File: src/rtl/vcp_isa_pkg.sv
/*
 * Vector co-processor instruction set
 * Operation encoding shared by the controller, issue and execute stages
 */

package vcp_isa_pkg;

	//////////////////////////////////////////////////
	// Encoding
	//////////////////////////////////////////////////
	localparam int OP_W = 3; // Operation code width

	// Integer vector operations, coded 0 to 7
	typedef enum logic [OP_W-1:0] {
		VOP_VADD_VV = 3'd0, // vd[k] = vs1[k] + vs2[k]
		VOP_VSUB_VV = 3'd1, // vd[k] = vs1[k] - vs2[k]
		VOP_VAND_VV = 3'd2, // vd[k] = vs1[k] & vs2[k]
		VOP_VOR_VV  = 3'd3, // vd[k] = vs1[k] | vs2[k]
		VOP_VXOR_VV = 3'd4, // vd[k] = vs1[k] ^ vs2[k]
		VOP_VADD_VX = 3'd5, // vd[k] = vs1[k] + rs1
		VOP_VMV_VX  = 3'd6, // Splat rs1 into every lane
		VOP_VMV_XS  = 3'd7  // Scalar result = vs1[rs1 mod LANES]
	} vop_e;

	// Vector-vector group, vs2 is a real operand
	// Vector-scalar group, scalar goes to every lane
	// Extract has no register write

endpackage

File: src/rtl/vcp_cfg_pkg.sv
/*
 * Vector co-processor datapath configuration
 * Lane count, element width, register count and the vector types
 * that are built from them
 */

package vcp_cfg_pkg;

	//////////////////////////////////////////////////
	// Datapath sizes
	//////////////////////////////////////////////////
	localparam int LANES     = 4;  // Active integer lanes
	localparam int ELEM_W    = 32; // Bits per lane element
	localparam int NUM_VREGS = 8;  // Architectural vector registers

	localparam int VREG_IDX_W = $clog2(NUM_VREGS); // Register number width
	localparam int LANE_IDX_W = $clog2(LANES);     // Lane number width

	//////////////////////////////////////////////////
	// Vector types
	//////////////////////////////////////////////////
	typedef logic [ELEM_W-1:0]       elem_t;     // One lane element
	typedef logic [LANES*ELEM_W-1:0] vec_t;      // Whole register, lane 0 in low bits
	typedef logic [VREG_IDX_W-1:0]   vreg_idx_t; // Vector register number
	typedef logic [LANE_IDX_W-1:0]   lane_idx_t; // Lane number

endpackage
File: src/rtl/vcp_if.sv
/*
 * Stage interfaces of the vector co-processor
 * Instruction hand-off, issue to execute, and writeback broadcast
 */

`timescale 1ns/1ps

// Decoded instruction with valid/ready handshake
interface vcp_instr_if;
	import vcp_cfg_pkg::*;
	import vcp_isa_pkg::*;

	logic      valid;  // Payload present
	logic      ready;  // Sink can take it
	vop_e      op;     // Operation
	vreg_idx_t vd;     // Destination register
	vreg_idx_t vs1;    // Source register 1
	vreg_idx_t vs2;    // Source register 2
	elem_t     scalar; // rs1 value

	modport src (output valid, op, vd, vs1, vs2, scalar, input ready);
	modport dst (input valid, op, vd, vs1, vs2, scalar, output ready);
endinterface

// Operands launched from issue into execute
interface vcp_exec_if;
	import vcp_cfg_pkg::*;
	import vcp_isa_pkg::*;

	logic      valid;
	logic      ready;
	vop_e      op;
	vreg_idx_t vd;     // Register to write back
	vec_t      opa;    // vs1 contents
	vec_t      opb;    // vs2 contents
	elem_t     scalar; // rs1 value, also extract index

	modport src (output valid, op, vd, opa, opb, scalar, input ready);
	modport dst (input valid, op, vd, opa, opb, scalar, output ready);
endinterface

// Writeback broadcast, one en pulse per retired instruction
interface vcp_wb_if;
	import vcp_cfg_pkg::*;

	logic      en;
	vreg_idx_t vd;
	vec_t      data;   // Full register value
	elem_t     result; // Scalar result for the core

	modport src (output en, vd, data, result);
	modport snk (input en, vd, data, result);
endinterface

File: src/rtl/vcp_top.sv
/*
 * Vector co-processor top level
 * Controller, buffer, issue and execute with plain core-side ports
 */

`timescale 1ns/1ps

module vcp_top (
	input  logic                   clk_i,
	input  logic                   rstn_i,
	input  logic                   valid_i,  // Instruction from core
	output logic                   pop_o,    // Instruction consumed
	input  vcp_isa_pkg::vop_e      op_i,
	input  vcp_cfg_pkg::vreg_idx_t vd_i,
	input  vcp_cfg_pkg::vreg_idx_t vs1_i,
	input  vcp_cfg_pkg::vreg_idx_t vs2_i,
	input  vcp_cfg_pkg::elem_t     rs1_i,
	input  vcp_cfg_pkg::elem_t     rs2_i,
	output logic                   valid_o,  // Completion pulse
	output vcp_cfg_pkg::elem_t     result_o,
	output logic                   idle_o    // Whole unit idle
);

	vcp_instr_if instr_c2b (); // Controller to buffer
	vcp_instr_if instr_b2i (); // Buffer to issue
	vcp_exec_if  ex_if ();
	vcp_wb_if    wb_if ();

	logic ctrl_idle;
	logic buf_empty;
	logic issue_idle;
	logic exec_idle;

	assign idle_o = ctrl_idle & buf_empty & issue_idle & exec_idle;

	//////////////////////////////////////////////////
	// Stages
	//////////////////////////////////////////////////
	vcp_ctrl u_ctrl (
		.clk_i   (clk_i),
		.rstn_i  (rstn_i),
		.valid_i (valid_i),
		.pop_o   (pop_o),
		.op_i    (op_i),
		.vd_i    (vd_i),
		.vs1_i   (vs1_i),
		.vs2_i   (vs2_i),
		.rs1_i   (rs1_i),
		.rs2_i   (rs2_i),
		.instr   (instr_c2b.src),
		.wb      (wb_if.snk),
		.valid_o (valid_o),
		.result_o(result_o),
		.idle_o  (ctrl_idle)
	);

	vcp_pipe_buf u_buf (
		.clk_i  (clk_i),
		.rstn_i (rstn_i),
		.in     (instr_c2b.dst),
		.out    (instr_b2i.src),
		.empty_o(buf_empty)
	);

	vcp_issue u_issue (
		.clk_i (clk_i),
		.rstn_i(rstn_i),
		.instr (instr_b2i.dst),
		.ex    (ex_if.src),
		.wb    (wb_if.snk),
		.idle_o(issue_idle)
	);

	vcp_exec u_exec (
		.clk_i (clk_i),
		.rstn_i(rstn_i),
		.ex    (ex_if.dst),
		.wb    (wb_if.src),
		.idle_o(exec_idle)
	);

endmodule

File: src/rtl/vcp_exec.sv
/*
 * Execute unit
 * Four lane ALUs, a lane result stage and a writeback register
 */

`timescale 1ns/1ps

module vcp_exec (
	input  logic    clk_i,
	input  logic    rstn_i,
	vcp_exec_if.dst ex, // From issue
	vcp_wb_if.src   wb, // Writeback broadcast
	output logic    idle_o
);
	import vcp_cfg_pkg::*;
	import vcp_isa_pkg::*;

	vec_t      lane_y;  // All lane results
	logic      take;    // Transfer from issue
	logic      s1_valid;
	vop_e      s1_op;
	vreg_idx_t s1_vd;
	lane_idx_t s1_idx;  // Extract lane
	vec_t      s1_data;
	elem_t     s1_result;

	//////////////////////////////////////////////////
	// Lane array
	//////////////////////////////////////////////////
	for (genvar k = 0; k < LANES; k++) begin : g_lane
		vcp_lane_alu u_alu (
			.op_i    (ex.op),
			.a_i     (ex.opa[k*ELEM_W +: ELEM_W]),
			.b_i     (ex.opb[k*ELEM_W +: ELEM_W]),
			.scalar_i(ex.scalar),
			.y_o     (lane_y[k*ELEM_W +: ELEM_W])
		);
	end

	// Writeback has no back-pressure, so neither stage ever holds
	assign ex.ready = 1'b1;
	assign take     = ex.valid && ex.ready;

	// Extract picks the indexed lane, all others report lane 0
	assign s1_result = (s1_op == VOP_VMV_XS) ? s1_data[s1_idx*ELEM_W +: ELEM_W]
	                                         : s1_data[ELEM_W-1:0];

	// Stage valids
	always_ff @(posedge clk_i or negedge rstn_i) begin
		if (!rstn_i) begin
			s1_valid <= 1'b0;
			wb.en    <= 1'b0;
		end else begin
			s1_valid <= take;
			wb.en    <= s1_valid; // One pulse per instruction
		end
	end

	// Stage payloads
	always_ff @(posedge clk_i) begin
		if (take) begin
			s1_op   <= ex.op;
			s1_vd   <= ex.vd;
			s1_idx  <= ex.scalar[LANE_IDX_W-1:0]; // rs1 mod LANES
			s1_data <= lane_y;
		end
		if (s1_valid) begin
			wb.vd     <= s1_vd;
			wb.data   <= s1_data; // Extract carries vs1 back unchanged
			wb.result <= s1_result;
		end
	end

	assign idle_o = !s1_valid && !wb.en;

endmodule

File: src/rtl/vcp_issue.sv
/*
 * Issue stage
 * Vector register file, busy scoreboard, hazard check and
 * registered operand read ahead of the execute unit
 */

`timescale 1ns/1ps

module vcp_issue (
	input  logic     clk_i,
	input  logic     rstn_i,
	vcp_instr_if.dst instr, // From buffer
	vcp_exec_if.src  ex,    // To execute
	vcp_wb_if.snk    wb,    // Register writeback
	output logic     idle_o
);
	import vcp_cfg_pkg::*;
	import vcp_isa_pkg::*;

	vec_t                 rf [NUM_VREGS]; // Vector register file
	logic [NUM_VREGS-1:0] busy;           // Pending write per register

	logic      pend_valid; // Instruction waiting to launch
	vop_e      pend_op;
	vreg_idx_t pend_vd;
	vreg_idx_t pend_vs1;
	vreg_idx_t pend_vs2;
	elem_t     pend_scalar;

	vreg_idx_t eff_vd;  // Register the result goes to
	vreg_idx_t rd_a;    // Read address port A
	vreg_idx_t rd_b;    // Read address port B
	vec_t      opa_q;
	vec_t      opb_q;
	logic      accept;
	logic      hazard;
	logic      launch;

	// Register read with writeback bypass
	function automatic vec_t read_vreg(vreg_idx_t idx);
		if (wb.en && wb.vd == idx) return wb.data;
		return rf[idx];
	endfunction

	//////////////////////////////////////////////////
	// Hazard check and handshakes
	//////////////////////////////////////////////////
	// Extract writes vs1 back unchanged, so vs1 is its destination
	assign eff_vd = (pend_op == VOP_VMV_XS) ? pend_vs1 : pend_vd;
	assign hazard = busy[pend_vs1] || busy[pend_vs2] || busy[eff_vd];

	assign ex.valid    = pend_valid && !hazard;
	assign launch      = ex.valid && ex.ready;
	assign instr.ready = !pend_valid || launch; // Refill as the slot leaves
	assign accept      = instr.valid && instr.ready;

	// New arrival reads its own sources, a stalled one rereads
	assign rd_a = accept ? instr.vs1 : pend_vs1;
	assign rd_b = accept ? instr.vs2 : pend_vs2;

	// Control, scoreboard and register file
	always_ff @(posedge clk_i or negedge rstn_i) begin
		if (!rstn_i) begin
			pend_valid <= 1'b0;
			busy       <= '0;
			for (int i = 0; i < NUM_VREGS; i++) begin
				rf[i] <= '0;
			end
		end else begin
			if (accept) begin
				pend_valid <= 1'b1;
			end else if (launch) begin
				pend_valid <= 1'b0;
			end
			if (wb.en) begin
				rf[wb.vd]   <= wb.data;
				busy[wb.vd] <= 1'b0;
			end
			if (launch) busy[eff_vd] <= 1'b1; // Set wins over same-cycle clear
		end
	end

	// Pending instruction and operand registers
	always_ff @(posedge clk_i) begin
		if (accept) begin
			pend_op     <= instr.op;
			pend_vd     <= instr.vd;
			pend_vs1    <= instr.vs1;
			pend_vs2    <= instr.vs2;
			pend_scalar <= instr.scalar;
		end
		opa_q <= read_vreg(rd_a);
		opb_q <= read_vreg(rd_b);
	end

	assign ex.op     = pend_op;
	assign ex.vd     = eff_vd;
	assign ex.opa    = opa_q;
	assign ex.opb    = opb_q;
	assign ex.scalar = pend_scalar;

	assign idle_o = !pend_valid && (busy == '0);

endmodule

File: src/rtl/vcp_ctrl.sv
/*
 * Sequencing controller
 * Takes one instruction from the core, pushes it into the pipeline
 * and reports completion with the scalar result
 */

`timescale 1ns/1ps

module vcp_ctrl (
	input  logic                  clk_i,
	input  logic                  rstn_i,
	input  logic                  valid_i,  // Instruction offered by core
	output logic                  pop_o,    // Instruction taken
	input  vcp_isa_pkg::vop_e     op_i,
	input  vcp_cfg_pkg::vreg_idx_t vd_i,
	input  vcp_cfg_pkg::vreg_idx_t vs1_i,
	input  vcp_cfg_pkg::vreg_idx_t vs2_i,
	input  vcp_cfg_pkg::elem_t    rs1_i,    // Scalar operand
	input  vcp_cfg_pkg::elem_t    rs2_i,    // Kept for bus compatibility, no op reads it
	vcp_instr_if.src              instr,    // To pipeline buffer
	vcp_wb_if.snk                 wb,       // Completion from execute
	output logic                  valid_o,  // Completion pulse
	output vcp_cfg_pkg::elem_t    result_o,
	output logic                  idle_o
);
	import vcp_cfg_pkg::*;
	import vcp_isa_pkg::*;

	typedef enum logic [1:0] {
		S_IDLE, // Wait for core
		S_PUSH, // Offer to buffer
		S_BUSY, // Wait for writeback
		S_DONE  // Signal completion
	} state_e;

	state_e    state;
	vop_e      op_q;
	vreg_idx_t vd_q;
	vreg_idx_t vs1_q;
	vreg_idx_t vs2_q;
	elem_t     rs1_q;

	//////////////////////////////////////////////////
	// Sequencing FSM
	//////////////////////////////////////////////////
	always_ff @(posedge clk_i or negedge rstn_i) begin
		if (!rstn_i) begin
			state    <= S_IDLE;
			pop_o    <= 1'b0;
			result_o <= '0;
		end else begin
			pop_o <= 1'b0; // Single-cycle pulse
			case (state)
				S_IDLE: begin
					if (valid_i) begin
						pop_o <= 1'b1;
						state <= S_PUSH;
					end
				end
				S_PUSH: begin
					if (instr.ready) state <= S_BUSY; // Buffer took it
				end
				S_BUSY: begin
					if (wb.en) begin
						result_o <= wb.result;
						state    <= S_DONE;
					end
				end
				S_DONE: begin
					state <= S_IDLE;
				end
				default: begin
					state <= S_IDLE;
				end
			endcase
		end
	end

	// Instruction latch
	always_ff @(posedge clk_i) begin
		if (state == S_IDLE && valid_i) begin
			op_q  <= op_i;
			vd_q  <= vd_i;
			vs1_q <= vs1_i;
			vs2_q <= vs2_i;
			rs1_q <= rs1_i;
		end
	end

	assign instr.valid  = (state == S_PUSH); // Held until accepted
	assign instr.op     = op_q;
	assign instr.vd     = vd_q;
	assign instr.vs1    = vs1_q;
	assign instr.vs2    = vs2_q;
	assign instr.scalar = rs1_q;

	assign valid_o = (state == S_DONE);
	assign idle_o  = (state == S_IDLE);

endmodule

File: src/rtl/vcp_pipe_buf.sv
/*
 * One-entry instruction buffer
 * Decouples the controller from the issue stage
 */

`timescale 1ns/1ps

module vcp_pipe_buf (
	input  logic clk_i,   // Clock
	input  logic rstn_i,  // Async reset, active low
	vcp_instr_if.dst in,  // From controller
	vcp_instr_if.src out, // To issue
	output logic empty_o  // No entry held
);

	logic full;  // Entry valid
	logic wr_en; // Write this cycle
	logic rd_en; // Read this cycle

	assign rd_en    = full && out.ready;
	assign in.ready = !full || out.ready; // Free, or being drained now
	assign wr_en    = in.valid && in.ready;

	assign out.valid = full;
	assign empty_o   = !full;

	// Occupancy
	always_ff @(posedge clk_i or negedge rstn_i) begin
		if (!rstn_i) begin
			full <= 1'b0;
		end else if (wr_en) begin
			full <= 1'b1; // Write wins over a same-cycle read
		end else if (rd_en) begin
			full <= 1'b0;
		end
	end

	// Payload register
	always_ff @(posedge clk_i) begin
		if (wr_en) begin
			out.op     <= in.op;
			out.vd     <= in.vd;
			out.vs1    <= in.vs1;
			out.vs2    <= in.vs2;
			out.scalar <= in.scalar;
		end
	end

endmodule

File: src/rtl/vcp_lane_alu.sv
/*
 * Integer lane ALU
 * One 32-bit element, combinational, wrapping arithmetic
 */

`timescale 1ns/1ps

module vcp_lane_alu (
	input  vcp_isa_pkg::vop_e  op_i,     // Operation
	input  vcp_cfg_pkg::elem_t a_i,      // vs1 element
	input  vcp_cfg_pkg::elem_t b_i,      // vs2 element
	input  vcp_cfg_pkg::elem_t scalar_i, // rs1
	output vcp_cfg_pkg::elem_t y_o
);
	import vcp_cfg_pkg::*;
	import vcp_isa_pkg::*;

	always_comb begin
		case (op_i)
			VOP_VADD_VV: y_o = a_i + b_i;
			VOP_VSUB_VV: y_o = a_i - b_i;
			VOP_VAND_VV: y_o = a_i & b_i;
			VOP_VOR_VV:  y_o = a_i | b_i;
			VOP_VXOR_VV: y_o = a_i ^ b_i;
			VOP_VADD_VX: y_o = a_i + scalar_i;
			VOP_VMV_VX:  y_o = scalar_i;  // Splat
			VOP_VMV_XS:  y_o = a_i;       // Pass through for extract
			default:     y_o = a_i;
		endcase
	end

endmodule

File: config.mk
export PLATFORM = sky130hd
export DESIGN_NAME = vcp_top
export DESIGN_NICKNAME = d
export VERILOG_FILES = /design/src/rtl/vcp_isa_pkg.sv /design/src/rtl/vcp_cfg_pkg.sv /design/src/rtl/vcp_if.sv /design/src/rtl/vcp_top.sv /design/src/rtl/vcp_exec.sv /design/src/rtl/vcp_issue.sv /design/src/rtl/vcp_ctrl.sv /design/src/rtl/vcp_pipe_buf.sv /design/src/rtl/vcp_lane_alu.sv
export SDC_FILE = /design/constraint.sdc
export NUM_CORES = 2
export LEC_CHECK = 0
export BUFFER_PORTS_ARGS = -buffer_cell sky130_fd_sc_hd__buf_2
export CAP_MARGIN = 20
export CORE_MARGIN = 2
export CORE_UTILIZATION = 50
export CTS_CLUSTER_DIAMETER = 40
export DETAILED_ROUTE_END_ITERATION = 16
export GPL_ROUTABILITY_DRIVEN = 0
export PLACE_DENSITY = 0.61
export SYNTH_ARGS = -nofsm -noshare
export SYNTH_HDL_FRONTEND = slang
export SYNTH_SLANG_ARGS = --single-unit
File: constraint.sdc
create_clock -name clk_i -period 13.88 [get_ports clk_i]
set_clock_uncertainty 0.05 [all_clocks]
set_input_delay 1.388 -clock clk_i [delete_from_list [all_inputs] [get_ports clk_i]]
set_output_delay 1.388 -clock clk_i [all_outputs]
set_load 0.02 [all_outputs]
; ---- Yosys cells after proc, flatten, opt, wreduce, memory -nomap -nowiden
; Index checks and enable logic that the tools add are counted.
; W data, S select, Z words.
[totals]
ff_bits = 1758
latch_bits = 0
ramBits = 0
mem_bits_ro = 0
input_bits = 79
wordCells = 172
memories = 0
[classes]
addsub = 12
n_mul = 0
div_mod_pow = 0
order_cmp = 10
n_eq_ne = 16
shifts = 1
muxes = 45
n_bitwise = 21
reduce_logical = 27
[ops]
columns = op, count
row1 = $mux W128, 9
row2 = $bwmux W1024, 1
row3 = $pmux W32 S8, 4
row4 = $bmux W128 S3, 2
row5 = $demux W128 S3, 1
row6 = $add A32 B32 Y32, 8
row7 = $and A32 B32 Y32, 4
row8 = $or A32 B32 Y32, 4
row9 = $shiftx A128 B8 Y32, 1
row10 = $sub A32 B32 Y32, 4
row11 = $xor A32 B32 Y32, 4
row12 = $mux W32, 1
row13 = $lt A3 B4 Y1 const B, 4
row14 = $mux W8, 2
row15 = $eq A3 B3 Y1 const B, 5
row16 = $mux W1, 13
row17 = $ge A4 B4 Y1 const B, 3
row18 = $not A3 Y4, 3
row19 = $logic_and A1 B1 Y1, 11
row20 = $bmux W1 S3, 3
row21 = $mux W3, 3
row22 = $and A8 B8 Y8, 1
row23 = $logic_not A8 Y1, 1
row24 = $not A8 Y8, 1
row25 = 21 further kinds, 39

; ---- Longest topological paths before layout
[logic_depth]
ltp_word = 15
depth_mapped = 23

; ---- Hierarchy
; A second synthesis with hierarchy kept.
[hier_totals]
cells_unflattened = 9892
area_unflattened_um2 = 100136.0
[modules_own_cells]
columns = mod, n_inst, cells_per_inst, area_each_um2, seq_area_each_um2
row1 = vcp_issue, 1, 5924, 64236.6, 32235.9
row2 = vcp_lane_alu, 4, 832, 5410.2, 0.0
row3 = vcp_exec, 1, 460, 10172.3, 9028.7
row4 = vcp_ctrl, 1, 130, 2698.8, 2197.1
row5 = vcp_pipe_buf, 1, 49, 1378.8, 1346.3
row6 = vcp_top, 1, 1, 8.8, 0.0

; ---- Worst setup path before layout
; OpenSTA, ideal clock, no wires.
[synth_timing]
path_kind = reg2reg
start = register u_issue.pend_vs1[0]
end = register u_issue.busy[2]
setup_time_ns = 0.137
arrival_ns = 12.165
required_time_ns = 13.693
path_slack_ns = 1.528
stages_incl_launch_ff = 8
path_buffers = 0
path_cell_list = dfxtp_1 -> mux4_2 -> mux2_2 -> a31oi_2 -> o2111ai_2 -> nor3_1 -> nand2_1 -> o32ai_1
[synth_between]
elab_chain_len = 7
word_cells_on_any_way = 16
[synth_rtl]
columns = item, line
row1 = "start, declared", vcp_issue.sv:26  ; vreg_idx_t pend_vs1;
row2 = "start signal, assigned", vcp_issue.sv:88  ; pend_vs1 <= instr.vs1;
row3 = $mux W3 or $bmux W1 S3 (tied branches), "vcp_issue.sv:49, vcp_issue.sv:50"
row4 = $bmux W1 S3 or $mux W1 (tied branches), vcp_issue.sv:50  ; assign hazard = busy[pend_vs1] || busy[pend_vs2] || busy[eff_vd];
row5 = $mux W1 (not written as such) or $logic_or A1 B1 Y1 (tied branches), vcp_issue.sv:50
row6 = $logic_or A1 B1 Y1 (*), vcp_issue.sv:50
row7 = $logic_not A1 Y1 (*), vcp_issue.sv:52  ; assign ex.valid = pend_valid && !hazard;
row8 = $logic_and A1 B1 Y1 (*), vcp_issue.sv:52
row9 = net ex_if.valid, vcp_if.sv:30  ; logic valid;
row10 = $mux W8 (*), vcp_issue.sv:79  ; if (launch) busy[eff_vd] <= 1'b1;
row11 = "end signal, assigned", vcp_issue.sv:65  ; busy <= '0;
row12 = "end signal, assigned by index", vcp_issue.sv:77  ; busy[wb.vd] <= 1'b0;
row13 = "end signal, assigned by index", vcp_issue.sv:79
row14 = "end, declared", vcp_issue.sv:21  ; logic [NUM_VREGS-1:0] busy;
; The timed path passes the listed nets; every way through them passes the cells marked *. The select of a mux whose other input is x is not followed.
; A chain may end at the register's enable or synchronous reset.

; ---- Final worst setup path
[layout_timing]
start = register u_issue.pend_op[1], in the netlist u_issue.ex.op[1]
end = register u_exec.s1_data[92], data pin
[layout_between]
elab_chain_len = 2
word_cells_on_any_way = 9
[layout_rtl]
columns = item, line
row1 = "start, declared", vcp_issue.sv:24  ; vop_e pend_op;
row2 = "start signal, assigned", vcp_issue.sv:86  ; pend_op <= instr.op;
row3 = "$eq A3 B3 Y1, or another cell as far along", vcp_lane_alu.sv:19  ; case (op_i)
row4 = $pmux W32 S8 (*), vcp_lane_alu.sv:19
row5 = net u_exec.g_lane[2].u_alu.y_o[28], vcp_lane_alu.sv:13  ; output vcp_cfg_pkg::elem_t y_o
row6 = "end signal, assigned", vcp_exec.sv:65  ; s1_data <= lane_y;
row7 = "end, declared", vcp_exec.sv:24  ; vec_t s1_data;
; The timed path passes the listed nets; every way through them passes the cells marked *.

==> run metrics <==
Core Box Area=197200 sq um; Mapped Cells=roughly 9000; total CTS buffers=approximately 300; grt ovf=0; Worst-Margin Slew=~1.2 ns; top fanout value on the critical path=109; Post-synth EDFFs=roughly 430; CP Class=register to register; Initial Util=about half; prevailing post-synth register cell=dfrtp_1; RSZ-0062 raised after global routing=false; fraction of registers with async set/reset=60.92%; count of final max-slew check failures=0; worst-path cell chain=buf_12 -> inv_2 -> nand2_4 -> buf_4 -> o21ai_0 -> fa_1 -> a211oi_1 -> o211ai_1 -> a31o_2 -> a21oi_1 -> o311ai_0 -> a21oi_1 -> a21o_1 -> o21ai_0 -> or4_1 -> and3_1; Clock Root Buffer=clkbuf_16; H-tree levels=5; clk buf depth=4; largest net degree at the start of global routing=roughly 170; Yosys reg bits=roughly 1800; leading area contributor after synthesis=dfrtp_1; nets=around 9300; Die Area=201800 sq um; max incr delay on CP=roughly 0.64 ns; yosys warns=0; fmax=0.1340 GHz; Mapped Nets=around 9500; total track usage=31.65%; Synth Area in Compound Gates=a little over an eighth; Pleak=about 0.047 uW; Worst EP arrival=between 8 and 9 ns; Post-Synth Simple-Gate Area=a little under 7%; min-delay worst type=register to register; most frequent cells after synthesis=1101 x mux2_2, 1071 x dfrtp_1, 895 x nand2_1; Peak VDD IR=106.1 uV; post-detail-place hpwl=about 190 mm; first-iteration detailed-routing DRC count=between 8000 and 9000; Remaining DRCs=0; worst-skew pair later-pin latency=between 0.9 and 1 ns; relative slew slack=~17%; area delta synth->final=12.29%; initial antenna violation count=14; post-CTS sizing=0; total number of vias=between 70000 and 80000; Rows=approximately 160; crit path capture type=register; first-pass GRT wire length=roughly 480 mm; via/cell ratio=approximately 6.5; outcome=complete, no violations; largest family of logic cells by synthesized area=multiplexers; vias in the first global route=between 70000 and 80000; final hold slack=0.3566 ns; Detailed Routing Iterations Pass 1=6; width of the die=~450 um; total area of sequential cells=44810 sq um; I/O pins=around 110; antenna-violating nets left=0; WL final=327.7 mm; CP max-delay cell=buf_4; Cell Area, Synth=99130 sq um; share of the synthesized area in the top cell type=approximately 27%; PortBufs=81; multiplexer area fraction after synthesis=around a quarter; Final Util=between 50% and 60%; Post-CTS Repair Setup Buffers=0; Clock Sinks=about 1800; # fillers=16500; die span in y=approximately 450 um; largest cells by area after synthesis=dfrtp_1 27%, edfxtp_1 13%, mux2_2 13%; Setup TNS=0 ns; CTS clk-pin slew, worst paths=around 0.050 ns; max-cap violation count=0; required time worst endpoint=~15 ns; layout cell share with drive strength beyond 1=about a fifth; Yosys cell types=between 80 and 90; fin crit period=about 7.5 ns; Seq/Total Area, Yosys=a little under half; count leader, synth=mux2_2; final setup violation count=0; area of the multi-input gates=50110 sq um; Startpoint Class=register; pwr/cell area=approximately 120 nW/um^2; # hold bufs at CTS=0; final hold vios=0; post-synthesis average cell area=approximately 11 sq um; drt wl/cell=28.09 um; Tcrit/Tclk final=a little over half; Synth Area in XOR/XNOR=0.8911%; Post-Synth Adder-Cell Area=under 10%; CTS tree=yes
## per-stage QoR
step           setup WS [ns]  total power (uW)  instances  cell area, sq um
4_1_cts                6.728             12940      11660            111300
3_3_place_gp           6.797              5444      11120            101100
5_1_grt                6.313             13180      11660            111300
6_report               6.418             12840      11670            111300
2_1_floorplan          1.528              5368       9032             99130
3_5_place_dp           6.742              5445      11120            101100
## registers in the layout (all words and copies together) (netlist names), 8 cells and up
name                 count
u_ctrl.result_o         32
u_ctrl.instr.scalar     32
u_issue.ex.scalar       32
u_issue.rf            1024
u_buf.out.scalar        32
u_exec.wb.result        32
u_exec.wb.data         128
u_issue.busy             8
u_exec.s1_data         128
u_issue.ex.opb         128
u_issue.ex.opa         128
## cells in the final DEF (no fill, tap or decap), types with 32 or more instances in the layout
cell	n
mux2_2	1101
dfrtp_1	1070
nand2_1	891
mux2i_1	846
o21ai_0	457
a21oi_1	436
edfxtp_1	425
ha_1	417
clkbuf_16	319
inv_1	300
nor2_1	280
dfxtp_1	262
a221oi_1	257
a32o_1	257
mux2_1	217
buf_4	105
nor3_1	87
buf_2	80
nand3_1	78
a211oi_1	68
o22ai_1	65
a22oi_1	60
xnor2_1	58
nand2b_1	53
a21o_1	52
xor2_1	41
clkbuf_1	38
o211ai_1	37
o21a_1	36
nand4_1	34
clkinv_2	34
o31ai_1	32
## metal layers
| layer | track usage, % | up-vias | wire length, um |
|---|---|---|---|
| met5 | 0 | - | 56 |
| met4 | 15.12 | 8 | 15890 |
| met3 | 6.263 | 825 | 29740 |
| met2 | 47.80 | 3618 | 144000 |
| met1 | 43.60 | 38360 | 138000 |
| li1 | - | 33030 | - |
## critical path, delay by kind of cell (launching register included)
family	cells	cell delay [ns]
AO/OA/AOI/OAI	9	3.48
buffers and inverters	3	1.65
AND/OR/NAND/NOR	3	1.02
adder cells (fa/ha/maj)	1	0.49
flip-flops	1	0.37
## where the power goes
group,switching [uW],internal (uW)
registers,0,5270
logic,65.6,8.87
clock network,2690,4800
total,2760,10100
## cells by family (layout without fill, tap and decap cells)
family          after synthesis  after routing
mux                        2173           2173
compound gates             1935           1935
flops                      1758           1758
simple gates               1579           1579
buf+inv                    1066           1053
fa+ha+maj                   421            421
xor+xnor                    100            100
other cells                   0              6
## final cells by class
class,count,share of cell area [%]
Tap cell,2640,2.968
Sequential cell,1758,40.26
Multi-Input combinational cell,6208,45.02
Antenna cell,6,0.01349
Clock inverter,154,1.570
Clock buffer,379,7.572
Inverter,309,1.074
Timing Repair Buffer,211,1.524
## final timing paths
path | start | end | slack, ns | depth (start not counted)
max reg2reg | u_issue.ex.op[1]$_DFFE_PP_ | u_exec.s1_data[92]$_DFFE_PN_ | 6.42 | 16
min in group asynchronous | rstn_i | u_issue.rf[93]$_DFFE_PN0P_ | 0.44 | 1
min reg2reg | u_ctrl.instr.scalar[10]$_DFFE_PP_ | u_buf.out.scalar[10]$_DFFE_PP_ | 0.36 | 0
min | u_ctrl.instr.scalar[10]$_DFFE_PP_ | u_buf.out.scalar[10]$_DFFE_PP_ | 0.36 | 0
max | u_issue.ex.op[1]$_DFFE_PP_ | u_exec.s1_data[92]$_DFFE_PN_ | 6.42 | 16
max in group asynchronous | rstn_i | u_ctrl.state[0]$_DFFE_PN0P_ | 10.66 | 5
No activity file was read; power rests on OpenSTA's default activity.
